<file path="src/hw/cmd_pkg.sv">
package cmd_pkg;

	// ----------------------------------------------------------------------
	// pipe word geometry
	// ----------------------------------------------------------------------
	localparam int WORD_W    = 32;  // host pipe word
	localparam int CMD_WORDS = 4;   // pipe words per layer command

	// layer opcodes, 4 to 7 are illegal
	typedef enum logic [2:0] {
		OP_CONV3X3 = 3'd0,
		OP_CONV1X1 = 3'd1,
		OP_MAXPOOL = 3'd2,
		OP_AVEPOOL = 3'd3
	} op_e;

	// command parser states
	typedef enum logic [1:0] {
		ST_IDLE,     // parsing disabled
		ST_COLLECT,  // popping command words
		ST_ISSUE,    // strobe command to engine
		ST_WAIT      // engine busy
	} parse_state_e;

	// ----------------------------------------------------------------------
	// decoded command
	// Field order follows the words from word 3 down to word 0, so the
	// struct lines up with the concatenation of the raw words.
	// ----------------------------------------------------------------------
	typedef struct packed {
		logic [31:0] weight_addr;  // word 3
		logic [31:0] data_addr;    // word 2
		logic [15:0] o_channel;    // word 1 high half
		logic [15:0] i_channel;    // word 1 low half
		logic [7:0]  o_side;       // word 0 [31:24]
		logic [7:0]  i_side;       // word 0 [23:16]
		logic [7:0]  kernel;       // word 0 [15:8]
		logic [3:0]  stride;       // word 0 [7:4]
		logic        padding;      // word 0 [3]
		op_e         op;           // word 0 [2:0]
	} cmd_t;

endpackage

</file>
<file path="src/hw/pipe_in_gate.sv">
`timescale 1ns/1ns

module pipe_in_gate
	import cmd_pkg::*;
#(
	parameter int DEPTH       = 64,
	parameter int BLOCK_WORDS = 16,
	parameter int HEADROOM    = 4
) (
	input  logic                            okClk,
	input  logic                            i_arst_n,
	input  logic                            i_pipe_write,
	input  logic [WORD_W-1:0]               i_pipe_data,
	input  logic [$clog2(DEPTH):0]          i_fifo_count,
	input  logic                            i_fifo_full,
	output logic                            o_wr_en,
	output logic [WORD_W-1:0]               o_wr_data,
	output logic                            o_pipe_ready,
	output logic                            o_overrun
);

	localparam int CNT_W  = $clog2(DEPTH) + 1;
	// room for one more block less the margin for count latency
	localparam int THRESH = DEPTH - HEADROOM - BLOCK_WORDS;

	logic [CNT_W-1:0] count_q;

	assign count_q   = i_fifo_count;
	assign o_wr_en   = i_pipe_write & ~i_fifo_full;  // drop writes into a full FIFO
	assign o_wr_data = i_pipe_data;

	// registered block throttle
	always_ff @(posedge okClk or negedge i_arst_n) begin
		if (!i_arst_n) begin
			o_pipe_ready <= 1'b0;
			o_overrun    <= 1'b0;
		end else begin
			o_pipe_ready <= (int'(count_q) <= THRESH);
			if (i_pipe_write && i_fifo_full)
				o_overrun <= 1'b1;  // sticky until reset
		end
	end

	// ready high promises room for a whole block
	a_ready_room : assert property (
		@(posedge okClk) disable iff (!i_arst_n)
		o_pipe_ready |-> (int'(count_q) <= DEPTH - BLOCK_WORDS)
	);

endmodule

</file>
<file path="src/hw/word_fifo.sv">
`timescale 1ns/1ns

module word_fifo
	import cmd_pkg::*;
#(
	parameter int DEPTH = 64
) (
	input  logic                   okClk,
	input  logic                   i_arst_n,
	input  logic                   i_wr_en,
	input  logic [WORD_W-1:0]      i_wr_data,
	input  logic                   i_rd_en,
	output logic [WORD_W-1:0]      o_rd_data,
	output logic                   o_empty,
	output logic                   o_full,
	output logic [$clog2(DEPTH):0] o_count
);

	localparam int AW    = $clog2(DEPTH);
	localparam int CNT_W = AW + 1;

	logic [WORD_W-1:0] mem [DEPTH];
	logic [AW-1:0]     wr_ptr;
	logic [AW-1:0]     rd_ptr;
	logic [CNT_W-1:0]  count;
	logic              wr_ok;
	logic              rd_ok;

	assign wr_ok = i_wr_en & ~o_full;
	assign rd_ok = i_rd_en & ~o_empty;

	assign o_empty   = (count == '0);
	assign o_full    = (count == CNT_W'(DEPTH));
	assign o_count   = count;
	assign o_rd_data = mem[rd_ptr];  // head word shown ahead

	// ----------------------------------------------------------------------
	// storage
	// ----------------------------------------------------------------------
	always_ff @(posedge okClk) begin
		if (wr_ok)
			mem[wr_ptr] <= i_wr_data;
	end

	// ----------------------------------------------------------------------
	// pointers and occupancy
	// ----------------------------------------------------------------------
	always_ff @(posedge okClk or negedge i_arst_n) begin
		if (!i_arst_n) begin
			wr_ptr <= '0;
			rd_ptr <= '0;
			count  <= '0;
		end else begin
			if (wr_ok)
				wr_ptr <= wr_ptr + 1'b1;  // wraps, depth is a power of two
			if (rd_ok)
				rd_ptr <= rd_ptr + 1'b1;
			case ({wr_ok, rd_ok})
				2'b10:   count <= count + 1'b1;
				2'b01:   count <= count - 1'b1;
				default: count <= count;  // idle or simultaneous push and pop
			endcase
		end
	end

	// producer and consumer both promise to respect the flags
	a_no_write_full : assert property (
		@(posedge okClk) disable iff (!i_arst_n)
		i_wr_en |-> !o_full
	);

	a_no_read_empty : assert property (
		@(posedge okClk) disable iff (!i_arst_n)
		i_rd_en |-> !o_empty
	);

endmodule

</file>
<file path="src/hw/cmd_parser.sv">
`timescale 1ns/1ns

module cmd_parser
	import cmd_pkg::*;
(
	input  logic              okClk,
	input  logic              i_arst_n,
	input  logic              i_op_en,
	input  logic [7:0]        i_cmd_count,
	input  logic [WORD_W-1:0] i_rd_data,
	input  logic              i_empty,
	input  logic              i_engine_done,
	output logic              o_rd_en,
	output cmd_t              o_cmd,
	output logic              o_cmd_valid,
	output logic              o_irq
);

	localparam int IDX_W = $clog2(CMD_WORDS);
	localparam logic [IDX_W-1:0] LAST_IDX = IDX_W'(CMD_WORDS - 1);

	parse_state_e      state;
	logic [IDX_W-1:0]  word_idx;
	logic [WORD_W-1:0] cmd_words [CMD_WORDS];
	logic [7:0]        done_cnt;

	// pop one word per cycle while collecting
	assign o_rd_en = (state == ST_COLLECT) & i_op_en & ~i_empty;

	// ----------------------------------------------------------------------
	// command FSM
	// ----------------------------------------------------------------------
	always_ff @(posedge okClk or negedge i_arst_n) begin
		if (!i_arst_n) begin
			state       <= ST_IDLE;
			word_idx    <= '0;
			o_cmd_valid <= 1'b0;
		end else begin
			o_cmd_valid <= 1'b0;
			case (state)
				ST_IDLE: begin
					if (i_op_en)
						state <= ST_COLLECT;
				end
				ST_COLLECT: begin
					if (!i_op_en) begin
						state <= ST_IDLE;  // partial command is kept
					end else if (!i_empty) begin
						if (word_idx == LAST_IDX) begin
							word_idx <= '0;
							state    <= ST_ISSUE;
						end else begin
							word_idx <= word_idx + 1'b1;
						end
					end
				end
				ST_ISSUE: begin
					o_cmd_valid <= 1'b1;
					state       <= ST_WAIT;
				end
				ST_WAIT: begin
					if (i_engine_done)
						state <= ST_COLLECT;  // engine free, fetch the next one
				end
				default: state <= ST_IDLE;
			endcase
		end
	end

	always_ff @(posedge okClk) begin
		if (o_rd_en)
			cmd_words[word_idx] <= i_rd_data;
	end

	// unpack by the word format, held until the next issue
	always_ff @(posedge okClk) begin
		if (state == ST_ISSUE) begin
			o_cmd.op          <= op_e'(cmd_words[0][2:0]);
			o_cmd.padding     <= cmd_words[0][3];
			o_cmd.stride      <= cmd_words[0][7:4];
			o_cmd.kernel      <= cmd_words[0][15:8];
			o_cmd.i_side      <= cmd_words[0][23:16];
			o_cmd.o_side      <= cmd_words[0][31:24];
			o_cmd.i_channel   <= cmd_words[1][15:0];
			o_cmd.o_channel   <= cmd_words[1][31:16];
			o_cmd.data_addr   <= cmd_words[2];
			o_cmd.weight_addr <= cmd_words[3];
		end
	end

	// ----------------------------------------------------------------------
	// completion count and interrupt
	// ----------------------------------------------------------------------
	always_ff @(posedge okClk or negedge i_arst_n) begin
		if (!i_arst_n) begin
			done_cnt <= '0;
			o_irq    <= 1'b0;
		end else if (!i_op_en) begin
			done_cnt <= '0;  // new operation starts from zero
			o_irq    <= 1'b0;
		end else begin
			if (state == ST_WAIT && i_engine_done)
				done_cnt <= done_cnt + 1'b1;
			if (i_cmd_count != '0 && done_cnt == i_cmd_count)
				o_irq <= 1'b1;  // level, held until op_en drops
		end
	end

	a_valid_pulse : assert property (
		@(posedge okClk) disable iff (!i_arst_n)
		o_cmd_valid |=> !o_cmd_valid
	);

	// host must only send the four defined layer types
	a_legal_op : assert property (
		@(posedge okClk) disable iff (!i_arst_n)
		o_cmd_valid |-> (o_cmd.op inside {OP_CONV3X3, OP_CONV1X1, OP_MAXPOOL, OP_AVEPOOL})
	);

endmodule

</file>
<file path="src/hw/cmd_path_top.sv">
`timescale 1ns/1ns

module cmd_path_top
	import cmd_pkg::*;
#(
	parameter int DEPTH       = 64,  // FIFO words, power of two
	parameter int BLOCK_WORDS = 16,  // host block length
	parameter int HEADROOM    = 4    // count latency margin
) (
	input  logic              okClk,
	input  logic              i_arst_n,
	input  logic              i_pipe_write,
	input  logic [WORD_W-1:0] i_pipe_data,
	input  logic              i_op_en,
	input  logic [7:0]        i_cmd_count,
	input  logic              i_engine_done,
	output logic              o_pipe_ready,
	output logic              o_overrun,
	output cmd_t              o_cmd,
	output logic              o_cmd_valid,
	output logic              o_irq
);

	localparam int CNT_W = $clog2(DEPTH) + 1;

	logic              wr_en;
	logic [WORD_W-1:0] wr_data;
	logic [CNT_W-1:0]  fifo_count;
	logic              fifo_full;
	logic              fifo_empty;
	logic [WORD_W-1:0] rd_data;
	logic              rd_en;

	// ----------------------------------------------------------------------
	// host write path, word buffer, command parser
	// ----------------------------------------------------------------------
	pipe_in_gate #(
		.DEPTH       (DEPTH),
		.BLOCK_WORDS (BLOCK_WORDS),
		.HEADROOM    (HEADROOM)
	) u_pipe_in_gate (
		.okClk        (okClk),
		.i_arst_n     (i_arst_n),
		.i_pipe_write (i_pipe_write),
		.i_pipe_data  (i_pipe_data),
		.i_fifo_count (fifo_count),
		.i_fifo_full  (fifo_full),
		.o_wr_en      (wr_en),
		.o_wr_data    (wr_data),
		.o_pipe_ready (o_pipe_ready),
		.o_overrun    (o_overrun)
	);

	word_fifo #(
		.DEPTH (DEPTH)
	) u_word_fifo (
		.okClk     (okClk),
		.i_arst_n  (i_arst_n),
		.i_wr_en   (wr_en),
		.i_wr_data (wr_data),
		.i_rd_en   (rd_en),
		.o_rd_data (rd_data),
		.o_empty   (fifo_empty),
		.o_full    (fifo_full),
		.o_count   (fifo_count)
	);

	cmd_parser u_cmd_parser (
		.okClk         (okClk),
		.i_arst_n      (i_arst_n),
		.i_op_en       (i_op_en),
		.i_cmd_count   (i_cmd_count),
		.i_rd_data     (rd_data),
		.i_empty       (fifo_empty),
		.i_engine_done (i_engine_done),
		.o_rd_en       (rd_en),
		.o_cmd         (o_cmd),
		.o_cmd_valid   (o_cmd_valid),
		.o_irq         (o_irq)
	);

endmodule

</file>
<file path="config.mk">
export PLATFORM = sky130hd
export DESIGN_NAME = cmd_path_top
export DESIGN_NICKNAME = d
export VERILOG_FILES = /design/src/hw/cmd_pkg.sv /design/src/hw/pipe_in_gate.sv /design/src/hw/word_fifo.sv /design/src/hw/cmd_parser.sv /design/src/hw/cmd_path_top.sv
export SDC_FILE = /design/constraint.sdc
export NUM_CORES = 2
export LEC_CHECK = 0
export ABC_AREA = 1
export BUFFER_PORTS_ARGS = -buffer_cell sky130_fd_sc_hd__buf_2
export CAP_MARGIN = 25
export CORE_MARGIN = 2
export CORE_UTILIZATION = 35
export DETAILED_ROUTE_END_ITERATION = 16
export SLEW_MARGIN = 5
export SYNTH_ARGS = -nofsm -noshare
export SYNTH_HDL_FRONTEND = slang
export SYNTH_SLANG_ARGS = --single-unit
</file>
<file path="constraint.sdc">
create_clock -name okClk -period 3.8 [get_ports okClk]
set_input_delay 0.38 -clock okClk [delete_from_list [all_inputs] [get_ports okClk]]
set_output_delay 0.38 -clock okClk [all_outputs]
set_load 0.02 [all_outputs]
</file>
# Word-level counts from Yosys, hierarchy flattened
# Memories as Yosys holds them, arrays and structs flattened. A register that Yosys moved wholly into a read port is not among the register bits.
# Index checks and enable logic that the tools add are counted.
# totals
inputBits	45
ff_bits	35
n_memories	2
ramBits	2176
out_inout_bits	132
# op_classes
eq_ne	14
n_bitwise	7
add_sub_neg	6
reduce_logical	9
mux	17
n_lt_le_gt_ge	1
# mem_list
memory	words	width	rd	rd_ports_with_merged_regs	wr	line_no	text
u_word_fifo.mem	64	32	1	0	1	word_fifo.sv:22	logic [WORD_W-1:0] mem [DEPTH];
u_cmd_parser.cmd_words	4	32	4	4	1	cmd_parser.sv:24	logic [WORD_W-1:0] cmd_words [CMD_WORDS];
# ops
cell	count
$mux W8	2
$pmux W7 S2	1
$add A6 B1 Y6 const B	2
$mux W2	6
$add A8 B1 Y8 const B	1
$eq A2 B2 Y1 const B	4
$eq A8 B8 Y1	1
$pmux W2 S4	1
$reduce_bool A8 Y1	1
$add A7 B1 Y7 const B	1
$eq A7 B7 Y1 const B	1
$le A7 B6 Y1 const B	1
$logic_not A7 Y1	1
$mux W1	7
$sub A7 B1 Y7 const B	1
$ne A3 B3 Y1 const B	2
$and A1 B1 Y1	5
$eq A2 B1 Y1 const B	2
$ne A2 B1 Y1 const B	2
$ne A2 B2 Y1 const B	2
$reduce_and A4 Y1	1
$logic_and A1 B1 Y1	3
$reduce_and A3 Y1	1
$add A2 B1 Y2 const B	1
other kinds (3)	4

# Depth between registers and ports, before layout
# logic_depth
depth_word	6
mapped_depth	19
ltp_nobuf	18

# Cells and area by module
# From an unflattened synthesis, not the netlist that was laid out.
# unflattened
hier_cells	8174
hier_area_um2	94665.8
# by_module_without_submodules
mod	cells_each	area_each_um2	seq_area_each_um2	instances
word_fifo	7738	85644.6	61974.4	1
cmd_parser	387	8653.3	8037.7	1
pipe_in_gate	49	367.9	50.0	1

# Worst setup path before layout
# Ideal clock, no wire load.
# synth_timing
path_type	reg2reg
start	register u_cmd_parser.state[0]
end	register u_cmd_parser.state[1]
t_arrival_ns	4.056
path_stages_with_launch	6
required_ns	3.734
setup_slack_ns	-0.322
path_buffers	0
setup_time_ns	0.066
cell_sequence	dfrtp_1 > inv_1 > ha_1 > o21a_1 > nand4_1 > nand2_1
# synth_between
elab_chain_len	3
word_cells_on_any_way	10
cone_classes	eq/ne: 7; mux: 1; reduce/logical: 2
# synth_rtl
item	line_no	text
start: declaration	cmd_parser.sv:22	parse_state_e state;
start signal: assignment	cmd_parser.sv:35	state <= ST_IDLE;
start signal: assignment	cmd_parser.sv:43	state <= ST_COLLECT;
start signal: assignment	cmd_parser.sv:47	state <= ST_IDLE;
$eq A2 B1 Y1 (tied with other cells)	cmd_parser.sv:40	case (state)
$ne A3 B3 Y1 (no line) or $ne A2 B2 Y1 (tied branches)	-	
$reduce_and A4 Y1 (no line)	-	
# Several ways; a longest one is shown, not always the timed one.
# A chain may end at the register's enable or synchronous reset.

# Worst setup path after layout
# layout_timing
start	register u_word_fifo.count[0] (netlist: u_word_fifo.o_count[0])
end	memory u_word_fifo.mem[4][18], enable pin
# layout_between
elab_chain_len	6
# layout_rtl
item	line_no	text
start: declaration	word_fifo.sv:25	logic [CNT_W-1:0] count;
start signal: assignment	word_fifo.sv:59	2'b10: count <= count + 1'b1;
start signal: assignment	word_fifo.sv:60	2'b01: count <= count - 1'b1;
start signal: assignment	word_fifo.sv:61	default: count <= count;
$eq A7 B7 Y1 (*)	word_fifo.sv:33	assign o_full = (count == CNT_W'(DEPTH));
$not A1 Y1 (*)	pipe_in_gate.sv:29, word_fifo.sv:29	
$and A1 B1 Y1	pipe_in_gate.sv:29	assign o_wr_en = i_pipe_write & ~i_fifo_full;
$and A1 B1 Y1 (*)	word_fifo.sv:29	assign wr_ok = i_wr_en & ~o_full;
$mux W1 (*)	word_fifo.sv:41	if (wr_ok)
$mux W1 (implied by the code) (*)	word_fifo.sv:42	mem[wr_ptr] <= i_wr_data;
end: declaration	word_fifo.sv:22	
# Every way passes the cells marked *; elsewhere a longest branch is shown, timed or not.

==> results.md <==
- Status: completed
- ANT nets after route: 0
- Reg power frac: between 30% and 40%
- Number of global-route vias before repair: 57630
- Ys async rst share: under 10%
- Synthesized Nets: 8185
- Worst IR Drop VDD: between 1 and 1.5 mV
- Achievable Freq: roughly 0.30 GHz
- Initial DRC count: between 7000 and 8000
- Setup TNS: 0 ns
- First-pass GRT wire length: 385800 microns
- Vias after detailed routing: between 60000 and 70000
- Initial antenna violation count: 11
- Multi-input gate area: 0.02102 sq mm
- Clock share of power: 27.6%
- EDFF count, synth: 2304
- Setup slack, reg-to-reg: 0.42 ns
- Max-Cap Viols: 0
- Die area: approximately 0.27 sq mm
- Slew HR: 28.72%
- Die X-Extent: 523.5 microns
- Overall routing resource usage: approximately a fifth
- Ratio of cells with drive above 1 in the final layout: 9.735%
- WP data arrival: 3.94 ns
- Synthesized instance count: 8125
- Insertion delay to the later sink of the worst-skew pair: 0.89 ns
- Drt drc: 0
- CTS tree: built
- Rows: 190
- Avg Cell Area, Syn: roughly 12 sq um
- Worst endpoint required time: 4.36 ns
- Dpl hpwl: around 150000 microns
- Syn Std Cell Area: 0.09444 sq mm
- Top cell type's share of synthesized area: 73.26%
- Power per Cell Area: between 700 and 800 mW/mm^2
- DRT Pass-1 Iters: 6
- Htree depth: 4
- CTS resizes: 0
- Initial Util: 35.22%
- Final core occ: 40.36%
- Min Tclk post-route: 3.378 ns
- CP Launch Type: register
- Die Span Y: 523.5 microns
- CP Max Fanout: 19
- CTS Buf Count: 222
- Slew Viols, Final: 0
- Gr ovfl total: 0
- Layout Nets: 8431
- CTS clk-pin slew, worst paths: 0.06 ns
- I/O Pins: approximately 180
- Wirelength per Cell: 21.89 microns
- Most area-consuming cells after synthesis: edfxtp_1 73%, nand2_1 11%, nand3_1 4.6%
- Post-CTS Setup Inserts: 0
- Seq cells post-synth: 2339
- Psw: ~29000 uW
- Hold WC Path Type: primary input to register
- Distinct cells, synth: 35
- CTS max path bufs: 3
- Ys flop type: edfxtp_1
- Core footprint: roughly 0.27 sq mm
- Leakage: 0.04013 uW
- Net Sw Frac: 37.18%
- CP endpoint kind: register
- Logic pwr share: 32.8%
- Worst-Margin Slew: ~1.1 ns
- CP Class: register to register
- Fill cells: 25040
- Final hold violations: 0
- Area leader, netlist: edfxtp_1
- Unrepaired setup endpoints after global routing: no
- Clock root cell: clkbuf_16
- IO buf count: 176
- Final period utilization: 88.91%
- Ys Warns: 0
- Pint: ~50000 uW
- Final setup violating endpoints: 0
- Via/cell ratio: 5.032
- Post-CTS Hold Fix Bufs: 18
- DP Area: 0.1007 sq mm
- Seq/Total Area, Yosys: around three quarters
- Final wirelength: 265100 microns
- Max Clock Skew: 0.05754 ns
- Final instance area: 0.1082 sq mm
- Area Overhead vs Synth: 14.59%
- Reg area: 0.07008 sq mm
- CTS Sinks: 2339
- GP Congestion: 0.8466
- Pin count of the biggest net entering global routing: between 100 and 150
cells by family after synthesis:
family | Yosys count | synth area share (%)
AND/OR/NAND/NOR | 4436 | 18.91
flip-flops | 2339 | 74.19
buffers and inverters | 862 | 4.122
AO/OA/AOI/OAI | 459 | 2.458
adder cells (fa/ha/maj) | 15 | 0.1987
XOR/XNOR | 14 | 0.1298
state kept, by name, indices dropped and copies added, names as in the netlist:
signal and cells:
u_cmd_parser.o_irq 1, o_cmd 128, u_pipe_in_gate.o_overrun 1, u_cmd_parser.state 2, u_cmd_parser.word_idx 2, u_cmd_parser.done_cnt 8, u_cmd_parser.o_cmd_valid 1, u_word_fifo.o_count 7
u_cmd_parser.cmd_words 128, u_word_fifo.rd_ptr 6, u_word_fifo.mem 2048, u_pipe_in_gate.o_pipe_ready 1, u_word_fifo.wr_ptr 6
metrics by stage:
stage | total power, uW | setup WS, ns | std cells | hold slack (ns)
after floorplan | 47070 | 0.3747 | 8125 | 0.08441
after global routing | 82050 | 0.2336 | 12110 | 0.01891
after global placement | 56760 | 0.4217 | 11660 | 0.4032
final | 78340 | 0.4215 | 12110 | 0.06555
after CTS | 78490 | 0.3950 | 12100 | 0.007024
after detailed placement | 56970 | 0.4412 | 11670 | 0.4045
critical path, cell delays in order, from the launching register on:
cell,delay (ns)
dfrtp_1,0.44
nor2_1,0.16
nand3_1,0.16
o21ai_2,0.69
clkinv_1,0.46
nand4_1,0.34
buf_4,0.31
nor2_4,0.15
buf_4,0.34
power groups by stage:
stage	Combinational, uW	Sequential (uW)	Clock, uW
5_1_grt	28000	31100	22900
6_report	25700	31000	21600
3_5_place_dp	25400	31500	0
2_1_floorplan	15500	31600	0
4_1_cts	25600	31000	21900
3_3_place_gp	25300	31500	0
per-layer routing:
layer | global-route usage, % | vias to the layer above | wire length [microns]
met5 | 0 | - | 14
met4 | 6.467 | 2 | 8029
met3 | 2.855 | 359 | 20940
met2 | 30.56 | 2561 | 124200
met1 | 26.15 | 30020 | 112000
li1 | - | 28000 | -
cells in the mapped netlist, types with 2 or more instances:
library cell and instances:
o21bai_1 3, clkbuf_1 140, xnor2_1 4, o22ai_1 2, nand3_1 869, o21ai_0 302, nor3_1 4, nand4_1 11
or2_2 26, inv_2 2, buf_6 40, buf_1 46, xor2_1 10, a21oi_1 136, buf_4 34, nor4_1 2
inv_1 423, buf_2 172, nand2_1 2646, edfxtp_1 2304, ha_1 15, dfrtp_1 35, clkinv_1 3, nor2_1 875
o21ai_1 11
worst paths after layout:
check,from,endpoint,cells past startpoint
max,u_word_fifo.o_count[0],u_word_fifo.mem[4][18],8
min,i_pipe_data[3],u_word_fifo.mem[56][3],1
max reg2reg,u_word_fifo.o_count[0],u_word_fifo.mem[4][18],8
min reg2reg,u_cmd_parser.cmd_words[1][15],o_cmd[47],0
max in group asynchronous,i_arst_n,u_word_fifo.rd_ptr[4],4
min in group asynchronous,i_arst_n,u_cmd_parser.o_cmd_valid,3
area by class of cell:
| cell class | instances | area share (%) |
|---|---|---|
| clock buffers | 275 | 5.337 |
| flip-flops and latches | 2339 | 64.75 |
| clock inverters | 135 | 1.207 |
| inverters | 429 | 1.525 |
| repair buffers | 455 | 3.640 |
| diodes | 3 | 0.006937 |
| well taps | 3552 | 4.107 |
| multi-input cells | 4924 | 19.42 |
cells in the final DEF, fill, tap and decap left out, drive strengths merged, types with 25 or more instances in the layout:
| cell | netlist | final |
|---|---|---|
| a21oi | 136 | 136 |
| buf | 293 | 430 |
| clkbuf | 140 | 275 |
| clkinv | 3 | 108 |
| dfrtp | 35 | 35 |
| dlygate4sd3 | 0 | 25 |
| edfxtp | 2304 | 2304 |
| inv | 426 | 430 |
| nand2 | 2647 | 2647 |
| nand3 | 869 | 869 |
| nor2 | 875 | 875 |
| o21ai | 314 | 314 |
| or2 | 26 | 26 |
Note: power is estimated with default switching activity, not from simulation.
